--- src/design/meter_pkg.sv ---
`default_nettype none

package meter_pkg;

  // ----------------------------------------------------------
  // Data types along the audio path
  // ----------------------------------------------------------

  // Signed PCM sample out of the decimator
  typedef logic signed [11:0] sample_t;

  // Absolute value of a sample
  typedef logic [11:0] magnitude_t;

  // Meter level, 0 to 10
  typedef logic [3:0] level_t;

  // PWM duty and PWM period counter
  typedef logic [7:0] duty_t;

  // ----------------------------------------------------------
  // Constants
  // ----------------------------------------------------------

  // Samples are clipped symmetrically to +/- this bound
  localparam int SAMPLE_MAX = 2047;

  // Top of the meter scale
  localparam level_t LEVEL_MAX = 4'd10;

  // Duty added for each level step
  localparam duty_t LEVEL_STEP = 8'd25;

  // Colour thresholds, highest green-only and highest amber level
  localparam level_t GREEN_TOP = 4'd4;
  localparam level_t AMBER_TOP = 4'd8;

endpackage

`default_nettype wire

--- src/design/status_led_pwm.sv ---
`default_nettype none

module status_led_pwm (
  input  wire logic               clk,
  input  wire logic               arst_n_i,
  input  wire meter_pkg::level_t  level_i,
  input  wire logic               level_valid_i,
  output logic                    stat_r_o,
  output logic                    stat_g_o
);

  meter_pkg::duty_t  pwm_cnt;
  logic              pwm_wrap;
  meter_pkg::level_t pending_level;
  meter_pkg::level_t active_level;
  meter_pkg::duty_t  duty;
  logic              red_en;
  logic              green_en;
  logic              pwm_on;

  // ----------------------------------------------------------
  // Free-running PWM counter
  // ----------------------------------------------------------
  assign pwm_wrap = (pwm_cnt == '1);

  always_ff @(posedge clk or negedge arst_n_i) begin
    if (!arst_n_i) begin
      pwm_cnt <= '0;
    end else begin
      pwm_cnt <= pwm_cnt + 1'b1;
    end
  end

  // ----------------------------------------------------------
  // Level capture, applied only at period boundary
  // ----------------------------------------------------------
  always_ff @(posedge clk or negedge arst_n_i) begin
    if (!arst_n_i) begin
      pending_level <= '0;
      active_level  <= '0;
    end else begin
      if (level_valid_i) begin
        pending_level <= level_i;
      end
      // New level takes effect when the counter restarts at 0
      if (pwm_wrap) begin
        active_level <= pending_level;
      end
    end
  end

  // ----------------------------------------------------------
  // Colour and duty
  // ----------------------------------------------------------
  assign duty     = meter_pkg::duty_t'(active_level) * meter_pkg::LEVEL_STEP;
  assign red_en   = (active_level > meter_pkg::GREEN_TOP);
  assign green_en = (active_level != '0) && (active_level <= meter_pkg::AMBER_TOP);
  assign pwm_on   = (pwm_cnt < duty);

  always_ff @(posedge clk or negedge arst_n_i) begin
    if (!arst_n_i) begin
      stat_r_o <= 1'b0;
      stat_g_o <= 1'b0;
    end else begin
      stat_r_o <= red_en && pwm_on;
      stat_g_o <= green_en && pwm_on;
    end
  end

endmodule

`default_nettype wire

--- config.mk ---
export PLATFORM = sky130hd
export DESIGN_NAME = status_led_pwm
export DESIGN_NICKNAME = d
export VERILOG_FILES = /design/src/design/meter_pkg.sv /design/src/design/status_led_pwm.sv
export SDC_FILE = /design/constraint.sdc
export NUM_CORES = 1
export LEC_CHECK = 0
export BUFFER_PORTS_ARGS = -buffer_cell sky130_fd_sc_hd__buf_2
export CAP_MARGIN = 20
export CORE_MARGIN = 2
export CORE_UTILIZATION = 45
export DETAILED_ROUTE_END_ITERATION = 8
export SETUP_SLACK_MARGIN = 0.02
export SYNTH_ARGS = -nofsm -noshare
export SYNTH_HDL_FRONTEND = slang
export SYNTH_SLANG_ARGS = --single-unit
--- constraint.sdc ---
create_clock -name clk -period 3.3 [get_ports clk]
set_clock_uncertainty 0.1 [all_clocks]
set_input_delay 0.165 -clock clk [delete_from_list [all_inputs] [get_ports clk]]
set_output_delay 0.165 -clock clk [all_outputs]
set_load 0.05 [all_outputs]
==> flow_metrics.py <==
metrics = {
    "clocking": {
        "cts_buffer_depth": 2,
        "htreeDepth": 1,
        "cts_tree": "built",
        "cts_setup_buffers": 0,
        "insertion_delay_ns": 0.29,
        "cts_buffers": 3,
        "post_cts_resized": 0,
        "clock_sinks": 18,
        "root_buffer": "clkbuf_4",
        "clk_pin_slew_worst_paths_ns": 0.10,
    },
    "synthesis": {
        "synth_seq_area_share_pct": 42.1,
        "yosysWarnings": 0,
        "synth.distinct_cells": 18,
        "netlist.area_leader.share_pct": 42.1,
        "synth_nets": 119,
        "synth_area_um2": 1070,
        "synth_edf_count": 0,
        "synth_top_cell_by_area": "dfrtp_1",
        "avgSynthCellArea_um2": 11.5,
        "synthFlopType": "dfrtp_1",
        "synthCells": 93,
        "synth_seq_cells": 18,
        "synth-async-reset-ratio_pct": 100,
        "yosys-top-cells-count": "dfrtp_1, ha_1, inv_1",
        "synth.area.top_cells": "dfrtp_1, ha_1, mux2_2",
    },
    "floorplanning": {
        "initial_core_util_pct": 47.9,
        "die_h_um": 52.8,
        "dieArea_um2": 2780,
        "coreArea_um2": 2230,
        "num_rows": 17,
        "fp.dieW_um": 52.8,
        "pin_count": 9,
    },
    "run_status": {
        "status": "finished, final reports clean",
    },
    "drt": {
        "routed-via-count": 680,
        "avgRoutedWirePerCell_um": 12.2,
        "drc": 0,
        "drt-vias-per-instance": 4.93,
        "ant_nets": 0,
        "drt-total-wl_mm": 1.68,
        "drtIter0Drc": 2,
        "dr.pass1.iters": 3,
    },
    "timing": {
        "fin_tns_setup_ns": 0,
        "max_freq_ghz": 0.405,
        "tightest_slew_ns": 0.399,
        "setup_ws_ns": 0.829,
        "rsz0062_at_grt": "false",
        "final-hold-violation-count": 0,
        "min_period_ns": 2.47,
        "finalCritPeriodShare_pct": 74.9,
        "maxSlewViolCount": 0,
        "setup_viol": 0,
        "hold_ws_ns": 0.0822,
        "maxSlewHeadroom_pct": 73.4,
    },
    "cells_and_area": {
        "n_antenna_cell": 0,
        "fin_area_um2": 1230,
        "fill_cells": 214,
        "fin_nets": 137,
        "final_cells": 138,
        "drive_gt1_share_pct": 20.9,
        "area_growth_pct": 15.1,
    },
    "critical_path": {
        "crit_path_end_kind": "register",
        "cp.arrival_ns": 2.57,
        "required_ns": 3.40,
        "crit_type": "reg2reg",
        "critPathLaunchType": "register",
        "path_max_fanout": 5,
    },
    "placement": {
        "io_buffer_count": 8,
        "gp_congestion": 0.817,
        "place_area_um2": 1140,
        "pre_cts_slack_ns": 0.835,
        "hpwl_mm": 1.41,
        "placed_cells": 129,
    },
    "global_routing": {
        "grt_max_degree": 19,
        "track_usage_pct": 15.5,
        "grt_pass1_wl_mm": 3.06,
        "grt_antenna_before_repair": 0,
        "grt_pass1_vias": 697,
        "overflow": 0,
    },
    "min_path": {
        "hp-class": "in2reg",
    },
    "power": {
        "p_clk_share_pct": 35.1,
        "p_int_mw": 0.303,
        "leakagePower_nw": 0.605,
        "power.switching_mw": 0.0750,
        "power_frac_comb_pct": 4.7,
        "ir_drop_mv": 0.259,
        "swShare_pct": 19.8,
        "power_frac_seq_pct": 60.2,
        "power_density_nw_per_um2": 307,
    },
    "run": {
        "drv_cap": 0,
    },
}
## cells by family after synthesis
kind of cell	Yosys count	synth area share (%)
fa+ha+maj	19	22.9
simple gates	19	9.36
flops	18	42.1
buf+inv	10	3.51
compound gates	9	5.26
xor+xnor	9	7.37
mux	9	9.47
## per-layer routing
metal	GRT usage, %	vias up	share of wire, %
met5	0	-	0
met4	3.85	0	0.95
met3	5.14	2	2.6
met2	27.7	6	50
met1	17.6	321	46
li1	-	351	-
## worst max-delay path: stages, from the launching register on
cell,delay [ns]
dfrtp_1,0.42
inv_1,0.06
ha_1,0.29
ha_1,0.21
inv_1,0.07
fa_1,0.42
ha_1,0.30
a21oi_1,0.14
o21ai_0,0.12
a211oi_1,0.25
## final cells by class
class | instances | area, um2 | share of cell area, %
timing repair buffer | 13 | 90.1 | 7.32
clock buffer | 4 | 36.3 | 2.95
multi-input combinational | 65 | 582 | 47.3
tap | 28 | 35.0 | 2.85
inverter | 10 | 37.5 | 3.05
sequential | 18 | 450 | 36.6
## path summary, 6_finish.rpt
kind                                 start               end  slack, ns  cells after the start
min                          level_valid_i  pending_level[3]       0.08                      2
min in group asynchronous         arst_n_i        pwm_cnt[3]       0.22                      2
max reg2reg                active_level[0]          stat_r_o       0.83                      9
max                        active_level[0]          stat_r_o       0.83                      9
max in group asynchronous         arst_n_i  pending_level[2]       2.60                      2
min reg2reg                     pwm_cnt[0]        pwm_cnt[0]       0.40                      1
## through the flow
stage	total power, mW	utilization [%]
4_1_cts	0.384	54.7
5_1_grt	0.398	55.1
3_3_place_gp	0.245	51.3
6_report	0.378	55.1
2_1_floorplan	0.236	-
3_5_place_dp	0.246	51.3
## cells in the final DEF, fill, tap and decap left out, drive strengths merged, types with 2 or more instances in the layout
cell type	Yosys	final
a211oi	3	3
clkbuf	0	4
nor2b	2	2
inv	10	10
ha	18	18
nand3	3	3
dlygate4sd3	0	5
nand2	8	8
buf	0	8
o21ai	2	2
dfrtp	18	18
mux2	9	9
nor3	3	3
xnor2	3	3
xor2	6	6
nor2	3	3
a21oi	3	3
## registers in the layout (all words and copies together), names as in the netlist
register,cells
active_level,4
pending_level,4
pwm_cnt,8
stat_g_o,1
stat_r_o,1
## power by group through the flow
stage,Combinational [mW],Sequential (mW),Clock [mW]
3_5_place_dp,0.0141,0.232,0
6_report,0.0178,0.228,0.133
4_1_cts,0.0178,0.228,0.138
2_1_floorplan,0.00519,0.231,0
5_1_grt,0.0207,0.229,0.149
3_3_place_gp,0.0137,0.232,0
## timing repair
action	in CTS	in global routing
hold buffers	4	1
setup endpoints to repair	0	0
endpoints found under the hold margin	21	1
Power figures use the tool's default switching activity.
