## config.mk

```make
export PLATFORM = sky130hd
export DESIGN_NAME = volume_meter
export DESIGN_NICKNAME = d
export VERILOG_FILES = /design/src/design/meter_pkg.sv /design/src/design/volume_meter.sv
export SDC_FILE = /design/constraint.sdc
export NUM_CORES = 1
export LEC_CHECK = 0
export BUFFER_PORTS_ARGS = -buffer_cell sky130_fd_sc_hd__buf_2
export CORE_MARGIN = 5
export CORE_UTILIZATION = 63
export DETAILED_ROUTE_END_ITERATION = 10
export PLACE_DENSITY_LB_ADDON = 0.1
export SLEW_MARGIN = 20
export SYNTH_ARGS = -nofsm -noshare
export SYNTH_HDL_FRONTEND = slang
export SYNTH_SLANG_ARGS = --single-unit
```

## constraint.sdc

```tcl
create_clock -name clk -period 4.4 [get_ports clk]
set_input_delay 0.22 -clock clk [delete_from_list [all_inputs] [get_ports clk]]
set_output_delay 0.22 -clock clk [all_outputs]
set_load 0.02 [all_outputs]
```

## src/design/meter_pkg.sv

```systemverilog
`default_nettype none

package meter_pkg;

  // ----------------------------------------------------------
  // Data types along the audio path
  // ----------------------------------------------------------

  // Signed PCM sample out of the decimator
  typedef logic signed [11:0] sample_t;

  // Absolute value of a sample
  typedef logic [11:0] magnitude_t;

  // Meter level, 0 to 10
  typedef logic [3:0] level_t;

  // PWM duty and PWM period counter
  typedef logic [7:0] duty_t;

  // ----------------------------------------------------------
  // Constants
  // ----------------------------------------------------------

  // Samples are clipped symmetrically to +/- this bound
  localparam int SAMPLE_MAX = 2047;

  // Top of the meter scale
  localparam level_t LEVEL_MAX = 4'd10;

  // Duty added for each level step
  localparam duty_t LEVEL_STEP = 8'd25;

  // Colour thresholds, highest green-only and highest amber level
  localparam level_t GREEN_TOP = 4'd4;
  localparam level_t AMBER_TOP = 4'd8;

endpackage

`default_nettype wire

```

## src/design/volume_meter.sv

```systemverilog
`default_nettype none

module volume_meter #(
  parameter int WINDOW_SAMPLES = 2000
) (
  input  wire logic                clk,
  input  wire logic                arst_n_i,
  input  wire meter_pkg::sample_t  sample_i,
  input  wire logic                sample_valid_i,
  output meter_pkg::level_t        level_o,
  output logic                     level_valid_o
);

  localparam int WIN_W = (WINDOW_SAMPLES > 1) ? $clog2(WINDOW_SAMPLES) : 1;

  meter_pkg::magnitude_t magnitude;
  meter_pkg::magnitude_t peak_q;
  meter_pkg::magnitude_t peak_next;
  logic [WIN_W-1:0]      win_cnt;
  logic                  win_last;

  // ----------------------------------------------------------
  // Leading-one ranking of the peak
  // ----------------------------------------------------------
  function automatic meter_pkg::level_t rank_peak(input meter_pkg::magnitude_t pk);
    meter_pkg::level_t lvl;
    if (pk[11] || pk[10]) begin
      lvl = meter_pkg::LEVEL_MAX;
    end else if (pk[9]) begin
      lvl = 4'd8;
    end else if (pk[8]) begin
      lvl = 4'd6;
    end else if (pk[7]) begin
      lvl = 4'd4;
    end else if (pk[6]) begin
      lvl = 4'd3;
    end else if (pk[5]) begin
      lvl = 4'd2;
    end else if (pk[4]) begin
      lvl = 4'd1;
    end else begin
      // Below bit 4 counts as silence
      lvl = 4'd0;
    end
    return lvl;
  endfunction

  // ----------------------------------------------------------
  // Magnitude and running peak
  // ----------------------------------------------------------

  // -2048 wraps to 12'h800, still correct as unsigned
  assign magnitude = (sample_i < 0) ? meter_pkg::magnitude_t'(-sample_i)
                                    : meter_pkg::magnitude_t'(sample_i);

  // Peak including the current sample
  assign peak_next = (magnitude > peak_q) ? magnitude : peak_q;

  assign win_last = (win_cnt == WIN_W'(WINDOW_SAMPLES - 1));

  // ----------------------------------------------------------
  // Window counter and level register
  // ----------------------------------------------------------
  always_ff @(posedge clk or negedge arst_n_i) begin
    if (!arst_n_i) begin
      peak_q        <= '0;
      win_cnt       <= '0;
      level_o       <= '0;
      level_valid_o <= 1'b0;
    end else begin
      level_valid_o <= 1'b0;
      if (sample_valid_i) begin
        if (win_last) begin
          level_o       <= rank_peak(peak_next);
          level_valid_o <= 1'b1;
          // Next window starts from silence
          peak_q        <= '0;
          win_cnt       <= '0;
        end else begin
          peak_q  <= peak_next;
          win_cnt <= win_cnt + 1'b1;
        end
      end
    end
  end

endmodule

`default_nettype wire

```

==> impl_metrics.tcl, run 1 <==
set metrics [dict create \
    hold_class "primary input to flop" \
    powerDensity_mw_per_mm2 427 \
    cp_data_arrival_time_ns 3.28 \
    maxSlewHeadroom 0.551 \
    avgSynthCellArea_um2 9.01 \
    area_delta_synth_final_pct 7.69 \
    crit_buf_inv 1 \
    die_h_um 65.4 \
    ys_top_cells_by_count "dfrtp_1 (28), inv_1 (22), nand2_1 (22)" \
    placed_area_mm2 0.00205 \
    grt_pass1_wl_um 7070 \
    max_cap_viol_count 0 \
    synth_top_family_by_area "compound AO/OA/AOI/OAI gates" \
    synth-simple-area-share 0.191 \
    grt_usage 0.208 \
    cts_setup_buffers 0 \
    cts-buffers-inserted 3 \
    synth_area_leader_cell "dfrtp_1" \
    p_leak_nw 0.993 \
    nets 263 \
    timing.final.crit_period_ns 3.07 \
    viasPerCell 6.24 \
    synth-edff-count 0 \
    ant_nets 0 \
    tritoncts "built" \
    dr.pass1.iters 4 \
    worst_pin_slew_ns 0.670 \
    synth_area_mm2 0.00194 \
    cp_cell_sequence "buf_2 -> or4_4 -> o41ai_4 -> xnor2_1 -> ha_1 -> nand4_1 -> a311oi_1 -> a2111oi_2 -> nor2_1 -> nor4_1 -> o32ai_2" \
    antenna_found_initial 0 \
    grt_max_degree 29 \
    gp_congestion 0.789 \
    setup_viol 0 \
    dp_slack_ns 0.767 \
    synthMuxAreaShare 0.0103 \
    fp.dieArea_mm2 0.00428 \
    port_buffers 19 \
    fin_tns_setup_ns 0 \
    fin_crit_sh 0.699 \
    worstSetupPathType "primary input to flop" \
    synthFlopType "dfrtp_1" \
    holdBufCountCts 1 \
    synthArstFlopShare 1.00 \
    synth_seq_cells 28 \
    worst_setup_path_end_kind "flop" \
    htree_num_levels 1 \
    crit_slowest_cell "or4_4" \
    cts_max_path_buffers 2 \
    final_core_util 0.695 \
    critPathLaunchType "primary input" \
    rsz0062_at_grt "false" \
    critPathMaxStageDelay_ns 0.59 \
    fmax_mhz 325 \
    skew_ns 0.00571 \
    clock_tree.root_cell "clkbuf_4" \
    path_clk_slew_ns 0.14 \
    drtIter0Drc 35 \
    status "finished clean" \
    final_cell_area_mm2 0.00209 \
    ys_seq_area_frac 0.362 \
    drive_gt1_frac 0.138 \
    setup_slack_ns 1.33 \
    synthXorXnorAreaFrac 0.0627 \
    dp_hpwl_um 3190 \
    fp.dieW_um 65.4 \
    synth-compound-area-share 0.229 \
    ir_drop_mv 0.207 \
    yosysWarnings 0 \
    required_ns 4.61 \
    initial_utilization 0.645 \
    yosysMostFrequentCell "dfrtp_1" \
    ys_types 44 \
    synthAdderAreaFrac 0.0904 \
    total_power_mw 0.890 \
    clk_latency_ns 0.32 \
    routedWlPerCell_um 14.8 \
    diodes 0 \
    ioPinCount 20 \
    first_global_vias 1683 \
    slew_viol_final 0 \
    cts_num_sinks 28 \
    drc_errors 0 \
    grt_overflow_total 0 \
    cp_top_family "simple AND/OR/NAND/NOR gates" \
    num_rows 20 \
    yosysTopAreaCellShare 0.362 \
    coreArea_mm2 0.00300 \
    wl_um 3920 \
    vias 1654 \
    syn_inst 215 \
    synthesis.nets 244 \
    synthTopCellsByArea "dfrtp_1 (36%), ha_1 (9.0%), a22o_1 (5.0%), inv_1 (4.3%), nand2_1 (4.3%)" \
    hold_viol_final 0 \
    cp_max_fo 9 \
    ctsResizeCount 0 \
]
## cell families (layout without fill, tap and decap cells)
logic type,Yosys count,in the layout
mux,2,2
compound gates,59,59
fa+ha+maj,14,14
xor+xnor,13,13
simple gates,71,71
buf+inv,28,45
flops,28,28
## metrics by stage
step,hold WS (ns),instances
2_1_floorplan,-0.0756,215
3_3_place_gp,0.247,261
6_report,0.150,265
3_5_place_dp,0.264,261
4_1_cts,0.147,265
5_1_grt,0.158,265
## layout make-up
type,count,area (um2)
Tap cell,33,41.3
Inverter,22,82.6
Timing Repair Buffer,20,105
Fill cell,244,917
Multi-Input combinational cell,159,1130
Clock buffer,3,22.5
Sequential cell,28,701
## path summary, 6_finish.rpt
check / slack (ns) / to / cells after the start / startpoint
worst max-delay path: 1.33 / level_o[1] / 11 / sample_i[5]
worst min-delay path: 0.15 / peak_q[0] / 2 / sample_i[0]
worst max register to register: 1.95 / level_o[1] / 8 / peak_q[3]
worst min register to register: 0.53 / peak_q[2] / 1 / peak_q[2]
max in group asynchronous: 3.58 / win_cnt[8] / 2 / arst_n_i
min in group asynchronous: 0.42 / win_cnt[2] / 2 / arst_n_i
## flip-flops by register name, indices dropped and copies added, names as in the netlist
name	cells
peak_q	12
level_o	4
level_valid_o	1
win_cnt	11
## routing by layer
metal,up-vias,GRT usage,part of all wire
met5,-,0,0
met4,0,0.0466,0.0074
met3,6,0.0342,0.044
met2,36,0.413,0.54
met1,795,0.227,0.41
li1,817,-,-
## layout by cell type, fill, tap and decap left out, types with 2 or more instances in the layout
cell      synthesis  routed
a21o_1            4       4
a21oi_1           8       8
a22o_1           11      11
buf_2             2      19
clkbuf_4          0       3
dfrtp_1          28      28
ha_1             14      14
inv_1            22      22
mux2i_1           2       2
nand2_1          22      22
nand2b_1          3       3
nand3_1           6       6
nand4_1           7       7
nor2_1           11      11
nor3_1            5       4
nor4_1            4       4
o21a_1            2       2
o21ai_0          11      11
o21ai_1           4       4
o22ai_1           2       2
o31a_1            2       2
o31ai_1           5       5
or2_2             2       2
or3_1             4       4
xnor2_1           6       6
xor2_1            6       6
## report_power, final
group          total, mW  switching, mW  internal, mW
clock network      0.103         0.0705        0.0321
logic              0.388          0.218         0.170
registers          0.399         0.0671         0.332
total              0.890          0.356         0.534
(Power assumes the default switching activity.)
==> inputs of run 2 (changes only) <==
--- a/config.mk
+++ b/config.mk
@@ -7,7 +7,7 @@
 export LEC_CHECK = 0
 export BUFFER_PORTS_ARGS = -buffer_cell sky130_fd_sc_hd__buf_2
 export CORE_MARGIN = 5
-export CORE_UTILIZATION = 63
+export CORE_UTILIZATION = 59
 export DETAILED_ROUTE_END_ITERATION = 10
 export PLACE_DENSITY_LB_ADDON = 0.1
 export SLEW_MARGIN = 20
==> constraint.sdc (replaced) <==
create_clock -name clk -period 2.84 [get_ports clk]
set_input_delay 0.142 -clock clk [delete_from_list [all_inputs] [get_ports clk]]
set_output_delay 0.142 -clock clk [all_outputs]
set_load 0.02 [all_outputs]
==> run 2 against run 1 <==
First-iteration DRC count up 110%. Clock power is 57% higher. Hold slack got worse by 0.042 ns. Clock-buffer cell count unchanged. Global-route usage increased by 1.0 points. Final area is 15% higher. Sequential power increased by 56%. Die area rose by 5.7%. Critical path depth rose by 3. Sequential cell count unchanged. Utilization up 7.6 points. Clock skew grew 0.0017 ns.
==> impl_metrics.tcl, run 2 (synthesized netlist as in run 1, its figures left out) <==
set metrics [dict create \
    clk_latency_ns 0.34 \
    gp_congestion 0.952 \
    coreArea_mm2 0.00310 \
    path_clk_slew_ns 0.14 \
    fp.dieW_um 67.3 \
    dr.pass1.iters 5 \
    nets 290 \
    cellInternalPower_mw 0.938 \
    slew_viol_final 0 \
    total_power_mw 1.58 \
    fillers 235 \
    ioPinCount 20 \
    first_global_vias 1785 \
    grt_usage 0.219 \
    fin_tns_setup_ns 0 \
    tritoncts "built" \
    p_comb_frac 0.503 \
    rsz0062_at_grt "true" \
    maxSlewHeadroom 0.592 \
    largest_reg_flops 12 \
    maxUsedRoutingLayer "met4" \
    viasPerCell 5.84 \
    routedWlPerCell_um 15.2 \
    p_leak_nw 1.14 \
    required_ns 3.08 \
    cp_data_arrival_time_ns 3.07 \
    vias 1771 \
    power_frac_clock 0.103 \
    cp_max_fo 7 \
    fp.dieArea_mm2 0.00453 \
    wl_um 4610 \
    clock_tree.root_cell "clkbuf_4" \
    largestRegisters "peak_q (12), win_cnt (11), level_o (4)" \
    fin_crit_sh 0.996 \
    final_cell_mix "dfrtp_1 (28), buf_4 (25), nand2_1 (21), inv_1 (20), buf_2 (17)" \
    critPathMaxStageDelay_ns 0.57 \
    dp_slack_ns -0.381 \
    hold_viol_final 0 \
    pwr-share-seq 0.394 \
    htree_num_levels 1 \
    diodes 0 \
    cts_max_path_buffers 2 \
    final_common_cell "dfrtp_1" \
    status "finished clean" \
    setup_viol 0 \
    wl_met2_um 2580 \
    grt_pass1_wl_um 7630 \
    ir_drop_mv 0.464 \
    grt_max_degree 29 \
    swShare 0.405 \
    worstSetupPathType "primary input to flop" \
    num_rows 20 \
    area_delta_synth_final_pct 23.4 \
    worst_setup_path_end_kind "flop" \
    max_cap_viol_count 0 \
    setup_slack_ns 0.0110 \
    powerDensity_mw_per_mm2 660 \
    drtIter0Drc 73 \
    final_cells 303 \
    grt_overflow_total 0 \
    cts_num_sinks 28 \
    dp_hpwl_um 3630 \
    p_sw_mw 0.638 \
    hold_class "primary input to flop" \
    dr_wl_met3_um 131 \
    post-place-cells 298 \
    initial_utilization 0.624 \
    ant_nets 0 \
    port_buffers 19 \
    drc_errors 0 \
    crit_top_cell "buf_6" \
    worst_pin_slew_ns 0.612 \
    cts-buffers-inserted 3 \
    critPathLaunchType "primary input" \
    die_h_um 67.3 \
    antenna_found_initial 0 \
    skew_ns 0.00742 \
    timing.final.crit_period_ns 2.83 \
    drive_gt1_frac 0.270 \
    crit_slowest_cell "or4_4" \
    fmax_mhz 353 \
    wl_met1_um 1790 \
    cp_cell_sequence "buf_6 -> or4_4 -> o31a_1 -> xnor2_2 -> inv_2 -> ha_4 -> nand4_1 -> a311oi_2 -> a2111oi_4 -> buf_4 -> o21ai_2 -> nand2_2 -> buf_6 -> a22o_1" \
    top_register "peak_q" \
]
[run 2: cell count changes in the layout (fill, tap and decap cells not counted), moves of 2 or more]
| cell | before | now |
|---|---|---|
| inv_1 | 22 | 20 |
| buf_4 | 0 | 25 |
| inv_2 | 0 | 2 |
| buf_2 | 19 | 17 |
| buf_6 | 0 | 4 |
[run 2: area by class of cell]
type	count	area, um2	area share
Sequential cell	28	701	0.293
Timing Repair Buffer	47	328	0.137
Inverter	22	82.6	0.0345
Tap cell	44	55.1	0.0230
Clock buffer	3	22.5	0.00942
Multi-Input combinational cell	159	1200	0.503
[run 2: layer usage]
layer  GRT usage  vias to the layer above
met2       0.438                       41
met1       0.238                      839
met4      0.0557                        0
li1            -                      880
met3      0.0266                       11
met5           0                        -
[run 2: repair_timing]
| action | in CTS | in global routing |
|---|---|---|
| resized for setup | 1 | 18 |
| hold buffers | 1 | 0 |
| endpoints found under the hold margin | 28 | 0 |
| cloned | 0 | 0 |
| buffers inserted | 0 | 1 |
| endpoints found under the setup margin | 4 | 16 |
| pin swaps | 0 | 19 |
[run 2: critical path, delay by kind of cell]
kind | cells | cell delay [ns]
xor+xnor | 1 | 0.22
simple gates | 3 | 0.81
fa+ha+maj | 1 | 0.27
compound gates | 5 | 1.16
buf+inv | 4 | 0.46
[run 2: per-stage QoR]
| stage | instance area, um2 | utilization | hold WS (ns) |
|---|---|---|---|
| after detailed placement | 2260 | 0.727 | 0.181 |
| after CTS | 2290 | 0.739 | 0.0916 |
| after global placement | 2260 | 0.727 | 0.170 |
| after floorplan | 1940 | - | -0.154 |
| final | 2390 | 0.771 | 0.108 |
| after global routing | 2390 | 0.771 | 0.110 |
[run 2: power by group through the flow]
| stage | registers (mW) | clock network [mW] | logic [mW] |
|---|---|---|---|
| 3_3_place_gp | 0.617 | 0 | 0.654 |
| 5_1_grt | 0.637 | 0.180 | 0.884 |
| 2_1_floorplan | 0.596 | 0 | 0.478 |
| 4_1_cts | 0.617 | 0.163 | 0.698 |
| 6_report | 0.621 | 0.162 | 0.794 |
| 3_5_place_dp | 0.625 | 0 | 0.688 |
[run 2: final timing paths]
path                                start             to  slack, ns  depth (start not counted)
max in group asynchronous        arst_n_i  level_valid_o       2.11                          2
hold / removal             sample_valid_i      peak_q[9]       0.11                          2
min in group asynchronous        arst_n_i     win_cnt[2]       0.32                          2
hold reg to reg                 peak_q[4]      peak_q[4]       0.54                          1
setup reg to reg               peak_q[10]      peak_q[3]       0.55                         10
setup / recovery              sample_i[3]      peak_q[3]       0.01                         14
==> inputs of run 3 (changes only) <==
--- a/config.mk
+++ b/config.mk
@@ -8,8 +8,11 @@
 export BUFFER_PORTS_ARGS = -buffer_cell sky130_fd_sc_hd__buf_2
 export CORE_MARGIN = 5
 export CORE_UTILIZATION = 59
+export CTS_CLUSTER_DIAMETER = 150
 export DETAILED_ROUTE_END_ITERATION = 10
+export GPL_TIMING_DRIVEN = 0
 export PLACE_DENSITY_LB_ADDON = 0.1
+export REMOVE_ABC_BUFFERS = 1
 export SLEW_MARGIN = 20
 export SYNTH_ARGS = -nofsm -noshare
 export SYNTH_HDL_FRONTEND = slang
==> run 3 against run 2 <==
The flow now finishes with violations (setup timing). Utilization decreased by 4.6 points. Cell count decreased by 6.9%. Clock-buffer cell count unchanged. Power about the same. Critical endpoint is now level_o[1].
==> impl_metrics.tcl, run 3 (synthesized netlist as in run 1, its figures left out) <==
set metrics [dict create \
    drtIter0Drc 70 \
    htree_num_levels 1 \
    top_register "peak_q" \
    wl_um 4150 \
    vias 1683 \
    cp_max_fo 7 \
    clock_tree.root_cell "clkbuf_4" \
    viasPerCell 5.97 \
    final_common_cell "dfrtp_1" \
    ioPinCount 20 \
    maxSlewHeadroom 0.588 \
    ir_drop_mv 0.438 \
    nets 269 \
    dr.pass1.iters 4 \
    die_h_um 67.3 \
    worst_setup_path_end_kind "flop" \
    gp_congestion 0.860 \
    setup_slack_ns -0.0573 \
    fillers 244 \
    largestRegisters "peak_q (12), win_cnt (11), level_o (4)" \
    grt_max_degree 29 \
    antenna_found_initial 0 \
    port_buffers 19 \
    final_cells 282 \
    cts_max_path_buffers 2 \
    clk_latency_ns 0.33 \
    dp_hpwl_um 3180 \
    grt_usage 0.209 \
    slew_viol_final 0 \
    setup_viol 10 \
    coreArea_mm2 0.00310 \
    fmax_mhz 345 \
    regArea_um2 701 \
    initial_utilization 0.624 \
    violations "setup timing" \
    fin_crit_sh 1.02 \
    max_cap_viol_count 0 \
    hold_viol_final 0 \
    cp_data_arrival_time_ns 3.11 \
    powerDensity_mw_per_mm2 702 \
    largest_reg_flops 12 \
    skew_ns 0.00688 \
    diodes 0 \
    area_delta_synth_final_pct 16.0 \
    total_power_mw 1.58 \
    ant_nets 0 \
    multi_input_area_mm2 0.00125 \
    worstSetupPathType "primary input to flop" \
    status "complete, but fails checks" \
    grt_overflow_total 0 \
    drc_errors 0 \
    required_ns 3.05 \
    fp.dieW_um 67.3 \
    num_rows 20 \
    path_clk_slew_ns 0.15 \
    rsz0062_at_grt "true" \
    cts-buffers-inserted 3 \
    drive_gt1_frac 0.202 \
    tritoncts "built" \
    timing.final.crit_period_ns 2.90 \
    p_leak_nw 1.05 \
    first_global_vias 1713 \
    worst_pin_slew_ns 0.617 \
    fp.dieArea_mm2 0.00453 \
    hold_class "primary input to flop" \
    cts_num_sinks 28 \
    routedWlPerCell_um 14.7 \
    post-place-cells 272 \
    grt_pass1_wl_um 7450 \
    final_cell_mix "dfrtp_1 (28), inv_1 (21), nand2_1 (21), buf_2 (19), ha_1 (13)" \
    critPathLaunchType "primary input" \
    fin_tns_setup_ns -0.210 \
]
==> run 3: cell types whose count changed in the layout (fill, tap and decap cells not counted), moves of 2 or more <==
| cell | previous run | this run |
|---|---|---|
| buf_2 | 17 | 19 |
| buf_4 | 25 | 3 |
| nor3_4 | 0 | 2 |
| buf_6 | 4 | 1 |
| nand2_4 | 0 | 2 |
==> run 3: cell type report <==
| class | instances | share of cell area |
|---|---|---|
| tap | 44 | 0.0245 |
| sequential | 28 | 0.312 |
| multi-input combinational | 161 | 0.555 |
| inverter | 22 | 0.0367 |
| clock buffer | 3 | 0.0100 |
| timing repair buffer | 24 | 0.0618 |
==> run 3: through the flow <==
stage | util | worst slack, ns | area, um2 | hold slack [ns]
final | 0.724 | -0.0573 | 2250 | 0.0626
after detailed placement | 0.665 | -0.906 | 2060 | 0.194
after global routing | 0.724 | -0.176 | 2250 | 0.0482
after floorplan | - | -0.105 | 1910 | -0.154
after global placement | 0.665 | -0.780 | 2060 | 0.180
after CTS | 0.692 | -0.00560 | 2150 | 0.0683
==> run 3: final timing paths <==
| check | to | startpoint | depth (start not counted) | slack [ns] |
|---|---|---|---|---|
| max | level_o[1] | sample_i[5] | 13 | -0.06 |
| min | peak_q[0] | sample_i[0] | 2 | 0.06 |
| max reg2reg | level_o[1] | peak_q[10] | 9 | 0.61 |
| min reg2reg | peak_q[0] | peak_q[0] | 1 | 0.53 |
| max in group asynchronous | peak_q[8] | arst_n_i | 2 | 2.09 |
| min in group asynchronous | win_cnt[3] | arst_n_i | 2 | 0.35 |
==> run 3: critical path, stage by stage <==
cell and delay (ns):
buf_2 0.14, or4_4 0.57, o31a_1 0.33, xnor2_2 0.28, inv_2 0.08, ha_4 0.27, nand4_1 0.16, a311oi_2 0.37
a2111oi_4 0.06, buf_6 0.16, or3_1 0.34, o221ai_1 0.10, o32ai_2 0.11
==> run 3: power breakdown <==
part | switching, mW | total, mW | leakage (nW) | internal [mW]
registers | 0.105 | 0.620 | 0.361 | 0.515
clock network | 0.113 | 0.163 | 0.0138 | 0.0498
logic | 0.438 | 0.794 | 0.676 | 0.356
total | 0.656 | 1.58 | 1.05 | 0.921
==> run 3: per-layer routing <==
layer  vias up  share of wire  track usage
li1        834              -            -
met1       803           0.43        0.251
met2        37           0.52        0.393
met3         9          0.038       0.0233
met4         0          0.015       0.0557
met5         -              0            0
==> run 3: what timing repair did <==
| item | 4_1_cts | 5_1_grt |
|---|---|---|
| setup endpoints to repair | 16 | 16 |
| pin swaps | 1 | 17 |
| buffers inserted | 0 | 4 |
| hold buffers | 1 | 0 |
| gates resized for setup | 9 | 12 |
| cloned | 0 | 2 |
| endpoints found under the hold margin | 28 | 0 |
